<file path="config.mk">
export PLATFORM = sky130hd
export DESIGN_NAME = imageCiTop
export DESIGN_NICKNAME = d
export VERILOG_FILES = /design/src/edgeCiPkg.sv /design/src/sobelKernel.sv /design/src/edgeDetectionCi.sv /design/src/grayscaleCi.sv /design/src/ciDispatcher.sv /design/src/imageCiTop.sv
export VERILOG_INCLUDE_DIRS = /design/src
export SDC_FILE = /design/constraint.sdc
export NUM_CORES = 1
export LEC_CHECK = 0
export BUFFER_PORTS_ARGS = -buffer_cell sky130_fd_sc_hd__buf_2
export CAP_MARGIN = 20
export CORE_UTILIZATION = 30
export DETAILED_ROUTE_END_ITERATION = 8
export SLEW_MARGIN = 5
export SYNTH_ARGS = -nofsm -noshare
export SYNTH_HDL_FRONTEND = slang
export SYNTH_SLANG_ARGS = --single-unit
</file>
<file path="constraint.sdc">
create_clock -name clock -period 10.3 [get_ports clock]
set_clock_uncertainty 0.05 [all_clocks]
set_input_delay 1.545 -clock clock [delete_from_list [all_inputs] [get_ports clock]]
set_output_delay 1.545 -clock clock [all_outputs]
set_load 0.05 [all_outputs]
</file>
<file path="src/edgeCi_defines.svh">
`ifndef EDGE_CI_DEFINES_SVH
`define EDGE_CI_DEFINES_SVH

// ====================
// instruction numbers
// ====================

// custom instruction number answered by the edge unit
`define EDGE_CI_ID 8'd20
// custom instruction number answered by the grayscale unit
`define GRAY_CI_ID 8'd21

// ====================
// window geometry
// ====================

// pixels per window row
`define WINDOW_COLS 8
// rows held in the sliding window
`define WINDOW_ROWS 3

// field positions inside valueB for the edge unit
// threshold occupies valueB[15:8]
`define THRESHOLD_LSB 8
// reverse flag, 1 selects columns 4..7 first
`define REVERSE_BIT 16

`endif

</file>
<file path="src/edgeCiPkg.sv">
package edgeCiPkg;

    // ====================
    // data types
    // ====================

    // one 8-bit grey pixel
    typedef logic [7:0] pixelT;

    // one operand or result word of a custom instruction
    typedef logic [31:0] ciWordT;

    // signed sobel gradient, range -1020..1020 fits in 11 bits
    typedef logic signed [10:0] gradientT;

    // ====================
    // edge unit commands
    // ====================

    // command code taken from valueB[7:0]
    // codes above loadLastAndRun are ignored loads
    typedef enum logic [7:0] {
        loadPx0to3     = 8'd0,
        loadPx4to7     = 8'd1,
        loadPx8to11    = 8'd2,
        loadPx12to15   = 8'd3,
        loadPx16to19   = 8'd4,
        loadLastAndRun = 8'd5
    } edgeCmdT;

endpackage

</file>
<file path="src/sobelKernel.sv">
`timescale 1ns/100ps

module sobelKernel (
    input  edgeCiPkg::pixelT pixel0,
    input  edgeCiPkg::pixelT pixel1,
    input  edgeCiPkg::pixelT pixel2,
    input  edgeCiPkg::pixelT pixel3,
    input  edgeCiPkg::pixelT pixel4,
    input  edgeCiPkg::pixelT pixel5,
    input  edgeCiPkg::pixelT pixel6,
    input  edgeCiPkg::pixelT pixel7,
    input  edgeCiPkg::pixelT pixel8,
    input  edgeCiPkg::pixelT threshold,
    output edgeCiPkg::pixelT edgeVal
);
    import edgeCiPkg::*;

    // positive and negative halves of each kernel reach at most 4*255 = 1020
    logic [9:0]  posX;
    logic [9:0]  negX;
    logic [9:0]  posY;
    logic [9:0]  negY;
    gradientT    gradX;
    gradientT    gradY;
    logic [9:0]  magX;
    logic [9:0]  magY;
    // |gx| + |gy| reaches at most 2040
    logic [10:0] magSum;

    // ====================
    // gradients
    // ====================

    // gx uses right column minus left column with the centre row weighted twice
    assign posX = 10'(pixel2) + (10'(pixel5) << 1) + 10'(pixel8);
    assign negX = 10'(pixel0) + (10'(pixel3) << 1) + 10'(pixel6);
    // gy uses bottom row minus top row with the centre column weighted twice
    assign posY = 10'(pixel6) + (10'(pixel7) << 1) + 10'(pixel8);
    assign negY = 10'(pixel0) + (10'(pixel1) << 1) + 10'(pixel2);

    assign gradX = $signed({1'b0, posX}) - $signed({1'b0, negX});
    assign gradY = $signed({1'b0, posY}) - $signed({1'b0, negY});

    // ====================
    // magnitude and threshold
    // ====================

    assign magX = gradX[10] ? 10'(-gradX) : 10'(gradX);
    assign magY = gradY[10] ? 10'(-gradY) : 10'(gradY);

    assign magSum = 11'(magX) + 11'(magY);

    // white when strictly above the threshold, black otherwise
    assign edgeVal = (magSum > 11'(threshold)) ? 8'hFF : 8'h00;

endmodule

</file>
<file path="src/edgeDetectionCi.sv">
`timescale 1ns/100ps
`include "edgeCi_defines.svh"

module edgeDetectionCi (
    input  logic              clock,
    input  logic              reset,
    input  logic              start,
    input  edgeCiPkg::ciWordT valueA,
    input  edgeCiPkg::ciWordT valueB,
    output logic              done,
    output edgeCiPkg::ciWordT result
);
    import edgeCiPkg::*;

    localparam int windowSize = `WINDOW_ROWS * `WINDOW_COLS;
    localparam int numKernels = 4;

    // window, row r column c at index r*8 + c
    pixelT      window [windowSize];
    pixelT      threshold;
    logic       reverse;
    // set for one cycle after a code-5 start
    logic       runPending;

    edgeCmdT    cmd;
    logic       isRun;
    logic       loadValid;
    logic [4:0] loadBase;
    logic [2:0] colBase;

    // kernel inputs in row-major order, and their edge outputs
    pixelT      kernelPx [numKernels][9];
    pixelT      edgePx [numKernels];

    // ====================
    // command decode
    // ====================

    assign cmd   = edgeCmdT'(valueB[7:0]);
    assign isRun = start && (cmd == loadLastAndRun);

    // first window slot written by each load code
    always_comb begin
        loadValid = 1'b1;
        loadBase  = 5'd0;
        case (cmd)
            loadPx0to3:     loadBase = 5'd0;
            loadPx4to7:     loadBase = 5'd4;
            loadPx8to11:    loadBase = 5'd8;
            loadPx12to15:   loadBase = 5'd12;
            loadPx16to19:   loadBase = 5'd16;
            loadLastAndRun: loadBase = 5'd20;
            // unknown codes load nothing but still answer
            default:        loadValid = 1'b0;
        endcase
    end

    // plain loads answer at once, the run answers from the register
    assign done = (start && !isRun) || runPending;

    // ====================
    // window registers
    // ====================

    always_ff @(posedge clock) begin
        if (reset) begin
            for (int i = 0; i < windowSize; i++) begin
                window[i] <= '0;
            end
            threshold  <= '0;
            reverse    <= 1'b0;
            runPending <= 1'b0;
        end else begin
            runPending <= isRun;
            if (start && loadValid) begin
                // byte b of valueA goes to pixel loadBase + b
                for (int b = 0; b < 4; b++) begin
                    window[loadBase + 5'(b)] <= valueA[8*b +: 8];
                end
            end
            if (isRun) begin
                threshold <= valueB[`THRESHOLD_LSB +: 8];
                reverse   <= valueB[`REVERSE_BIT];
            end
        end
    end

    // ====================
    // column select
    // ====================

    // forward starts at column 0, reverse at column 4
    assign colBase = reverse ? 3'd4 : 3'd0;

    // kernel k reads columns (base + k + j) mod 8, wrapping at the edge
    always_comb begin
        for (int k = 0; k < numKernels; k++) begin
            for (int r = 0; r < `WINDOW_ROWS; r++) begin
                for (int j = 0; j < 3; j++) begin
                    kernelPx[k][3*r + j] =
                        window[r*`WINDOW_COLS + ((int'(colBase) + k + j) % `WINDOW_COLS)];
                end
            end
        end
    end

    // ====================
    // kernels
    // ====================

    for (genvar k = 0; k < numKernels; k++) begin : kernelGen
        sobelKernel kernel_i (
            .pixel0   (kernelPx[k][0]),
            .pixel1   (kernelPx[k][1]),
            .pixel2   (kernelPx[k][2]),
            .pixel3   (kernelPx[k][3]),
            .pixel4   (kernelPx[k][4]),
            .pixel5   (kernelPx[k][5]),
            .pixel6   (kernelPx[k][6]),
            .pixel7   (kernelPx[k][7]),
            .pixel8   (kernelPx[k][8]),
            .threshold(threshold),
            .edgeVal  (edgePx[k])
        );
    end

    // kernel k drives result byte k
    assign result = {edgePx[3], edgePx[2], edgePx[1], edgePx[0]};

endmodule

</file>
<file path="src/grayscaleCi.sv">
`timescale 1ns/100ps

module grayscaleCi (
    input  logic              clock,
    input  logic              reset,
    input  logic              start,
    input  edgeCiPkg::ciWordT valueA,
    output logic              done,
    output edgeCiPkg::ciWordT result
);
    import edgeCiPkg::*;

    pixelT  gray0;
    pixelT  gray1;
    ciWordT resultReg;
    logic   doneReg;

    // ====================
    // rgb565 to grey
    // ====================

    // channels widened to 8 bits by repeating their top bits,
    // then weighted 77/150/29 out of 256
    function automatic pixelT rgbToGray(input logic [15:0] rgb);
        logic [7:0]  red;
        logic [7:0]  green;
        logic [7:0]  blue;
        logic [15:0] luma;
        red   = {rgb[15:11], rgb[15:13]};
        green = {rgb[10:5], rgb[10:9]};
        blue  = {rgb[4:0], rgb[4:2]};
        // weights sum to 256 so luma never exceeds 16 bits
        luma  = 16'd77 * 16'(red) + 16'd150 * 16'(green) + 16'd29 * 16'(blue);
        return luma[15:8];
    endfunction

    // pixel 0 in the low half, pixel 1 in the high half
    assign gray0 = rgbToGray(valueA[15:0]);
    assign gray1 = rgbToGray(valueA[31:16]);

    // ====================
    // result register
    // ====================

    always_ff @(posedge clock) begin
        if (reset) begin
            resultReg <= '0;
            doneReg   <= 1'b0;
        end else begin
            doneReg <= start;
            // result holds its last value between instructions
            if (start) begin
                resultReg <= {16'h0000, gray1, gray0};
            end
        end
    end

    assign done   = doneReg;
    assign result = resultReg;

endmodule

</file>
<file path="src/ciDispatcher.sv">
`timescale 1ns/100ps
`include "edgeCi_defines.svh"

module ciDispatcher (
    // processor side
    input  logic              start,
    input  logic [7:0]        ciN,
    // answers from the units
    input  logic              edgeDone,
    input  edgeCiPkg::ciWordT edgeResult,
    input  logic              grayDone,
    input  edgeCiPkg::ciWordT grayResult,
    // per-unit starts
    output logic              edgeStart,
    output logic              grayStart,
    // merged answer to the processor
    output logic              done,
    output edgeCiPkg::ciWordT result
);
    import edgeCiPkg::*;

    logic   isEdge;
    logic   isGray;
    logic   unknownDone;
    ciWordT selResult;

    // ====================
    // instruction decode
    // ====================

    assign isEdge = (ciN == `EDGE_CI_ID);
    assign isGray = (ciN == `GRAY_CI_ID);

    // a unit only ever sees its own start pulse
    assign edgeStart = start && isEdge;
    assign grayStart = start && isGray;

    // unknown numbers answer in the start cycle so the
    // processor never waits on an instruction nobody owns
    assign unknownDone = start && !isEdge && !isGray;

    // ====================
    // answer merge
    // ====================

    // only one unit can be busy at a time, since the processor
    // waits for done before the next start
    assign done = edgeDone || grayDone || unknownDone;

    // result of whichever unit answers, zero otherwise,
    // which also covers the unknown-instruction answer
    always_comb begin
        if (edgeDone) begin
            selResult = edgeResult;
        end else if (grayDone) begin
            selResult = grayResult;
        end else begin
            selResult = '0;
        end
    end

    assign result = selResult;

endmodule

</file>
<file path="src/imageCiTop.sv">
`timescale 1ns/100ps

module imageCiTop (
    input  logic              clock,
    input  logic              reset,
    // custom instruction port of the processor
    input  logic              start,
    input  logic [7:0]        ciN,
    input  edgeCiPkg::ciWordT valueA,
    input  edgeCiPkg::ciWordT valueB,
    output logic              done,
    output edgeCiPkg::ciWordT result
);
    import edgeCiPkg::*;

    // per-unit start pulses from the decoder
    logic   edgeStart;
    logic   grayStart;

    // per-unit answers back to the merge
    logic   edgeDone;
    ciWordT edgeResult;
    logic   grayDone;
    ciWordT grayResult;

    // ====================
    // dispatcher
    // ====================

    ciDispatcher dispatcher_i (
        .start     (start),
        .ciN       (ciN),
        .edgeDone  (edgeDone),
        .edgeResult(edgeResult),
        .grayDone  (grayDone),
        .grayResult(grayResult),
        .edgeStart (edgeStart),
        .grayStart (grayStart),
        .done      (done),
        .result    (result)
    );

    // ====================
    // instruction units
    // ====================

    // operands go to both units unchanged
    edgeDetectionCi edge_i (
        .clock (clock),
        .reset (reset),
        .start (edgeStart),
        .valueA(valueA),
        .valueB(valueB),
        .done  (edgeDone),
        .result(edgeResult)
    );

    // grayscale needs only valueA
    grayscaleCi gray_i (
        .clock (clock),
        .reset (reset),
        .start (grayStart),
        .valueA(valueA),
        .done  (grayDone),
        .result(grayResult)
    );

endmodule

</file>
# --- Yosys cells after proc, flatten, opt, wreduce, memory -nomap -nowiden ---
# Memories as Yosys holds them, arrays and structs flattened.
# Index checks and enable logic that the tools add are counted.
totals:
  register_bits: 27
  ramBits: 192
  input_bits: 75
  output_inout_bits: 33
  wordCells: 177
  memories: 1
classes:
  add_sub_neg: 83
  n_mul: 6
  magnitude_cmp: 4
  eq_ne: 7
  n_mux: 34
  bitwise_logic: 9
  n_reduce_logical: 28
mem_list:
  columns: ["memory", "words", "word_bits", "rd", "rd_ports_with_merged_regs", "wr", "line", "text"]
  rows:
  - ["edge_i.window", 24, 8, 27, 0, 24, "edgeDetectionCi.sv:19", "pixelT window [windowSize];"]
ops:
  columns: ["op", "n"]
  rows:
  - ["adder 10 x 8 -> 10 bit", 15]
  - ["adder 8 x 9 -> 10 bit", 15]
  - ["adder 32 x 2 -> 32 bit (second input constant)", 3]
  - ["adder 32 x 3 -> 32 bit (second input constant)", 3]
  - ["subtractor 10 x 10 -> 11 bit", 8]
  - ["2-to-1 mux 10 bit", 8]
  - ["negation 10 bit", 8]
  - ["adder 5 x 4 -> 5 bit (first input constant)", 15]
  - ["2-to-1 mux 8 bit", 8]
  - ["multiplier 7 x 8 -> 15 bit (first input constant)", 4]
  - ["adder 10 x 10 -> 11 bit", 4]
  - ["> comparator 11 x 8 -> 1 bit", 4]
  - ["adder 15 x 16 -> 16 bit", 2]
  - ["adder 16 x 13 -> 16 bit", 2]
  - ["2-to-1 mux 32 bit", 1]
  - ["OR reduction 8 bit", 4]
  - ["OR reduction 3 bit", 9]
  - ["multiplier 5 x 8 -> 13 bit (first input constant)", 2]
  - ["case mux 5 bit (5 select lines)", 1]
  - ["2-to-1 mux 5 bit", 4]
  - ["equality test 8 x 2 -> 1 bit (second input constant)", 2]
  - ["equality test 8 x 3 -> 1 bit (second input constant)", 2]
  - ["equality test 8 x 5 -> 1 bit (second input constant)", 2]
  - ["2-to-1 mux 16 bit", 1]
  - ["other kinds (16)", 44]

# --- Logic depth before layout (Yosys ltp) ---
# An unclocked memory read counts as a cell.
depth:
  word_depth: 16
  mapped_depth: 40
  depth_no_buf: 36

# --- By module ---
# Synthesis repeated with hierarchy kept, for this count alone.
hier_totals:
  cells_unflattened: 3007
  area_unflattened_um2: 30262.8
modules_own_cells:
  columns: ["mod", "instances", "cells_per_inst", "area_each_um2", "seq_area_each_um2"]
  rows:
  - ["edgeDetectionCi", 1, 674, 9719.3, 5965.7]
  - ["grayscaleCi", 1, 689, 6671.4, 340.3]
  - ["sobelKernel (edge_i.kernelGen[2].kernel_i)", 1, 406, 3434.5, 0.0]
  - ["sobelKernel (edge_i.kernelGen[0].kernel_i)", 1, 411, 3429.5, 0.0]
  - ["sobelKernel (edge_i.kernelGen[3].kernel_i)", 1, 389, 3331.9, 0.0]
  - ["sobelKernel (edge_i.kernelGen[1].kernel_i)", 1, 386, 3280.6, 0.0]
  - ["ciDispatcher", 1, 52, 395.4, 0.0]

# --- Worst setup path before layout ---
# OpenSTA, ideal clock, no wires.
synth_path:
  path_type: "register to output"
  start: "register edge_i.reverse"
  end: "output port result[17]"
  arrival_time_ps: 9348
  required_ps: 8705
  slack_ps: -643
  stages_incl_launch_ff: 40
  n_path_buf: 4
  cell_sequence: "dfxtp_1 > clkbuf_1 > buf_1 > buf_1 > mux2i_1 > fa_1 > inv_1 > ha_1 > fa_1 > a21oi_1 > nor2_1 > nor2_1 > o21bai_1 > a21oi_1 > xnor2_1 > fa_1 > inv_1 > fa_1 > [... 4 more ...] > mux2_2 > nor2_1 > o21ai_0 > fa_1 > a21o_1 > a21oi_1 > nor2b_1 > o21a_1 > nor2_1 > xnor2_1 > ha_1 > nand4_1 > o21ai_0 > a21oi_1 > o21ai_0 > nor3_1 > a31oi_1 > buf_4"
synth_via:
  elab_chain_len: 16
  elab_cells_between_ends: 34
  cone_classes: "21 x add/sub; 1 x order compare; 5 x mux; 3 x bitwise; 3 x reduce/logical; 1 x memory"
synth_rtl:
  columns: ["item", "line", "text"]
  rows:
  - ["from (decl)", "edgeDetectionCi.sv:21", "logic reverse;"]
  - ["from (signal assigned)", "edgeDetectionCi.sv:83", "reverse <= valueB[`REVERSE_BIT];"]
  - ["2-to-1 mux 3 bit *", "edgeDetectionCi.sv:93", "assign colBase = reverse ? 3'd4 : 3'd0;"]
  - ["adder 3 x 2 -> 4 bit *", "edgeDetectionCi.sv:101", "window[r*`WINDOW_COLS + ((int'(colBase) + k + j) % `WINDOW_COLS)];"]
  - ["adder 32 x 3 -> 32 bit or adder 32 x 2 -> 32 bit (tied branches)", "edgeDetectionCi.sv:101", null]
  - ["OR reduction 3 bit (no source line)", null, null]
  - ["bitwise AND 1 bit (no source line)", null, null]
  - ["adder 5 x 4 -> 5 bit", "edgeDetectionCi.sv:101", null]
  - ["memory (24 x 8 bit) *", null, null]
  - ["adder 8 x 9 -> 10 bit (on tied branches)", "sobelKernel.sv:35, sobelKernel.sv:38", null]
  - ["adder 10 x 8 -> 10 bit (on tied branches)", "sobelKernel.sv:35, sobelKernel.sv:38", null]
  - ["subtractor 10 x 10 -> 11 bit (on tied branches)", "sobelKernel.sv:41, sobelKernel.sv:42", null]
  - ["negation 10 bit (on tied branches)", "sobelKernel.sv:48, sobelKernel.sv:49", null]
  - ["2-to-1 mux 10 bit (on tied branches)", "sobelKernel.sv:48, sobelKernel.sv:49", null]
  - ["adder 10 x 10 -> 11 bit *", "sobelKernel.sv:51", "assign magSum = 11'(magX) + 11'(magY);"]
  - ["> comparator 11 x 8 -> 1 bit *", "sobelKernel.sv:54", "assign edgeVal = (magSum > 11'(threshold)) ? 8'hFF : 8'h00;"]
  - ["2-to-1 mux 8 bit *", "sobelKernel.sv:54", null]
  - ["2-to-1 mux 32 bit *", "ciDispatcher.sv:53", "if (edgeDone) begin"]
  - ["to (decl)", "imageCiTop.sv:12", "output edgeCiPkg::ciWordT result"]
# Every way passes the cells marked *; elsewhere a longest branch is shown, timed or not.

# --- Worst setup path in the final report ---
layout_path:
  start: "register edge_i.reverse"
  end: "output port result[11]"
layout_via:
  elab_chain_len: 16
  elab_cells_between_ends: 34
  cone_classes: "21 x add/sub; 1 x order compare; 5 x mux; 3 x bitwise; 3 x reduce/logical; 1 x memory"
layout_rtl:
  columns: ["item", "line"]
  rows:
  - ["2-to-1 mux 3 bit *", "edgeDetectionCi.sv:93"]
  - ["adder 3 x 1 -> 4 bit *", "edgeDetectionCi.sv:101"]
  - ["adder 32 x 3 -> 32 bit or adder 32 x 2 -> 32 bit (tied branches)", "edgeDetectionCi.sv:101"]
  - ["OR reduction 3 bit (no source line)", null]
  - ["bitwise AND 1 bit (no source line)", null]
  - ["adder 5 x 4 -> 5 bit", "edgeDetectionCi.sv:101"]
  - ["memory (24 x 8 bit) *", null]
  - ["adder 8 x 9 -> 10 bit (on tied branches)", "sobelKernel.sv:35, sobelKernel.sv:38"]
  - ["adder 10 x 8 -> 10 bit (on tied branches)", "sobelKernel.sv:35, sobelKernel.sv:38"]
  - ["subtractor 10 x 10 -> 11 bit (on tied branches)", "sobelKernel.sv:41, sobelKernel.sv:42"]
  - ["negation 10 bit (on tied branches)", "sobelKernel.sv:48, sobelKernel.sv:49"]
  - ["2-to-1 mux 10 bit (on tied branches)", "sobelKernel.sv:48, sobelKernel.sv:49"]
  - ["adder 10 x 10 -> 11 bit *", "sobelKernel.sv:51"]
  - ["> comparator 11 x 8 -> 1 bit *", "sobelKernel.sv:54"]
  - ["2-to-1 mux 8 bit *", "sobelKernel.sv:54"]
  - ["2-to-1 mux 32 bit *", "ciDispatcher.sv:53"]
# Marked as above.

==> flow_metrics.py <==
metrics = {
    "cells_and_area": {
        "multiInputGateArea_um2": 19560,
        "seqCellArea_um2": 6310,
        "area_delta_synth_final_pct": 14.40,
        "fill_cells": 9206,
        "drive_gt1_frac": 0.1320,
        "nets": 3586,
        "mostFrequentLayoutCells": "inv_1, ha_1, fa_1",
        "final_common_cell": "inv_1",
    },
    "synth": {
        "synth_area_um2": 27780,
        "synth_top_area_share": 0.2385,
        "synth_ff_type": "edfxtp_1",
        "yosysTopAreaCell": "fa_1",
        "syn-num-nets": 3424,
        "synth_seq_cells": 219,
        "ys_top_cells_by_area": "fa_1, edfxtp_1, ha_1",
        "ys_seq_area_frac": 0.2270,
        "ys_types": 77,
        "ys_warn_count": 0,
        "avgSynthCellArea_um2": 10.42,
        "syn_inst": 2666,
        "synth_edf_count": 192,
        "asyncSetResetFlopFracSynth": 0,
    },
    "drt": {
        "ant_nets": 0,
        "routed_via_density": 4.709,
        "dr.pass1.iters": 5,
        "first_iter_violations": 1080,
        "num_vias": 19011,
        "drt_wl_total_mm": 75.71,
        "route.detailed.wl_per_inst_um": 18.75,
        "drcViolationCount": 0,
    },
    "critical_path": {
        "crit_path_max_fanout": 17,
        "critPathCaptureType": "output pin",
        "crit_buf_inv": 7,
        "crit_top_cell": "a21o_1",
        "startpoint_type": "register",
        "crit_family": "compound AO/OA/AOI/OAI gates",
        "r2r_start": "edge_i.threshold[0]$_SDFFE_PP0P_",
        "cp.required_ns": 8.71,
        "arrival_ns": 8.37,
        "critPathSlowestCell": "fa_1",
        "worstSetupStartpoint": "edge_i.reverse$_SDFFE_PP0P_",
        "worstSetupPathType": "reg -> out",
        "slowest_delay_ns": 0.52,
    },
    "grt": {
        "grt_first_pass_wirelength_mm": 114.2,
        "gr-total-overflow": 0,
        "antenna_found_initial": 6,
        "grt_pass1_vias": 19467,
        "grt_util_all_layers": 0.1605,
        "grt_max_degree": 53,
    },
    "floorplanning": {
        "core_um2": 91660,
        "die_area_um2": 93810,
        "start_util": 0.3030,
        "die_width_um": 306.3,
        "die_y_um": 306.3,
        "io_pins": 108,
        "row_count": 111,
    },
    "sta": {
        "fmax_mhz": 100.4,
        "slew-limit-headroom": 0.2306,
        "setup_viol": 0,
        "finalCriticalPeriod_ns": 9.963,
        "finalMaxSlewViolations": 0,
        "post-route-period-util": 0.9673,
        "fin_tns_setup_ns": 0,
        "finalHoldViolCount": 0,
        "worst_pin_slew_ns": 1.154,
    },
    "job": {
        "drv_cap": 0,
    },
    "cts": {
        "htree_levels": 1,
        "clk_path_buf_depth": 3,
        "clock_sinks": 219,
        "clk_pin_slew_worst_paths_ns": 0.06,
        "clkLatencyLatePin_ns": 0.58,
        "clock-root-buffer": "clkbuf_16",
        "cts_tree": "yes",
        "cts-buffers-inserted": 27,
        "postCtsHoldBufs": 0,
    },
    "hold_path": {
        "hp-start": "gray_i.result[5]$_SDFFE_PP0P_",
        "hold_class": "reg -> reg",
    },
    "place": {
        "io_buffers": 92,
        "gp_congestion": 0.9294,
        "dpl.hpwl_mm": 59.57,
    },
    "outcome": {
        "outcome": "completed",
    },
}
-- final timing paths --
kind                                           end  slack [ns]  cells after the start
setup / recovery                        result[11]        0.34                     34
hold / removal       gray_i.result[5]$_SDFFE_PP0P_        0.40                      2
setup reg to reg  edge_i.threshold[0]$_SDFFE_PP0P_        9.41                      2
hold reg to reg      gray_i.result[5]$_SDFFE_PP0P_        0.40                      2
-- worst min-delay path: cells and delay by family, from the launching register on --
family / cells / cell delay (ns)
flip-flops: 1 / 0.31
AND/OR/NAND/NOR: 1 / 0.05
AO/OA/AOI/OAI: 1 / 0.05
-- metal layers --
layer  GRT usage  part of all wire
met4     0.04791             0.033
met5           0           0.00038
met1      0.2107              0.45
met2      0.2668              0.46
met3     0.03055             0.058
-- what timing repair did --
action / CTS / global route
endpoints found under the setup margin: 32 / 32
setup buffers: 5 / 17
pin swaps: 3 / 24
resized for setup: 33 / 89
gates cloned: 1 / 2
-- flip-flops by register name, summed over array words and instances (netlist names) --
register           cells
edge_i.runPending      1
gray_i.done            1
edge_i.window        192
edge_i.reverse         1
edge_i.threshold       8
gray_i.result         16
-- synth_stat cells, types with 14 or more instances --
cell      count
ha_1        352
nor3_1       51
xor2_1       56
o21ai_0      36
nor2b_1      23
o21bai_1     26
a21o_1       64
clkbuf_1     28
a21oi_1     124
xnor2_1     121
nand2b_1     14
nor4_1       34
o21a_1       26
fa_1        331
inv_1       515
buf_4        14
dfxtp_1      27
mux2_2       47
and2_1      132
nor2_1      113
mux2i_1     111
nand2_1      53
edfxtp_1    192
-- stage by stage --
stage / util / instances / setup WS [ns] / hold WS, ns / area [µm²]
2_1_floorplan: - / 2666 / 0.02118 / 0.3824 / 27790
3_3_place_gp: 0.3282 / 3960 / 0.1330 / 0.3903 / 30090
3_5_place_dp: 0.3282 / 3960 / 0.1228 / 0.3973 / 30090
4_1_cts: 0.3403 / 4016 / 0.004245 / 0.4073 / 31190
5_1_grt: 0.3466 / 4035 / -0.04961 / 0.4250 / 31770
6_report: 0.3467 / 4037 / 0.3371 / 0.4036 / 31780
-- area by class of cell --
type                       instances  area share
timing repair buffer             198     0.04985
tap                             1186     0.04670
multi-input combinational       1867      0.6157
sequential                       219      0.1986
antenna                            2   0.0001575
clock buffer                      29     0.02150
inverter                         515     0.06083
clock inverter                    21    0.006733
-- kinds of logic after synthesis --
family	share of synthesized area
compound gates	0.08338
xor+xnor	0.05581
fa+ha+maj	0.3971
buf+inv	0.08076
flops	0.2270
mux	0.06027
simple gates	0.09567
Power is not shown: default switching activity piles up to over one toggle a cycle in this logic, so the estimate is an artifact.
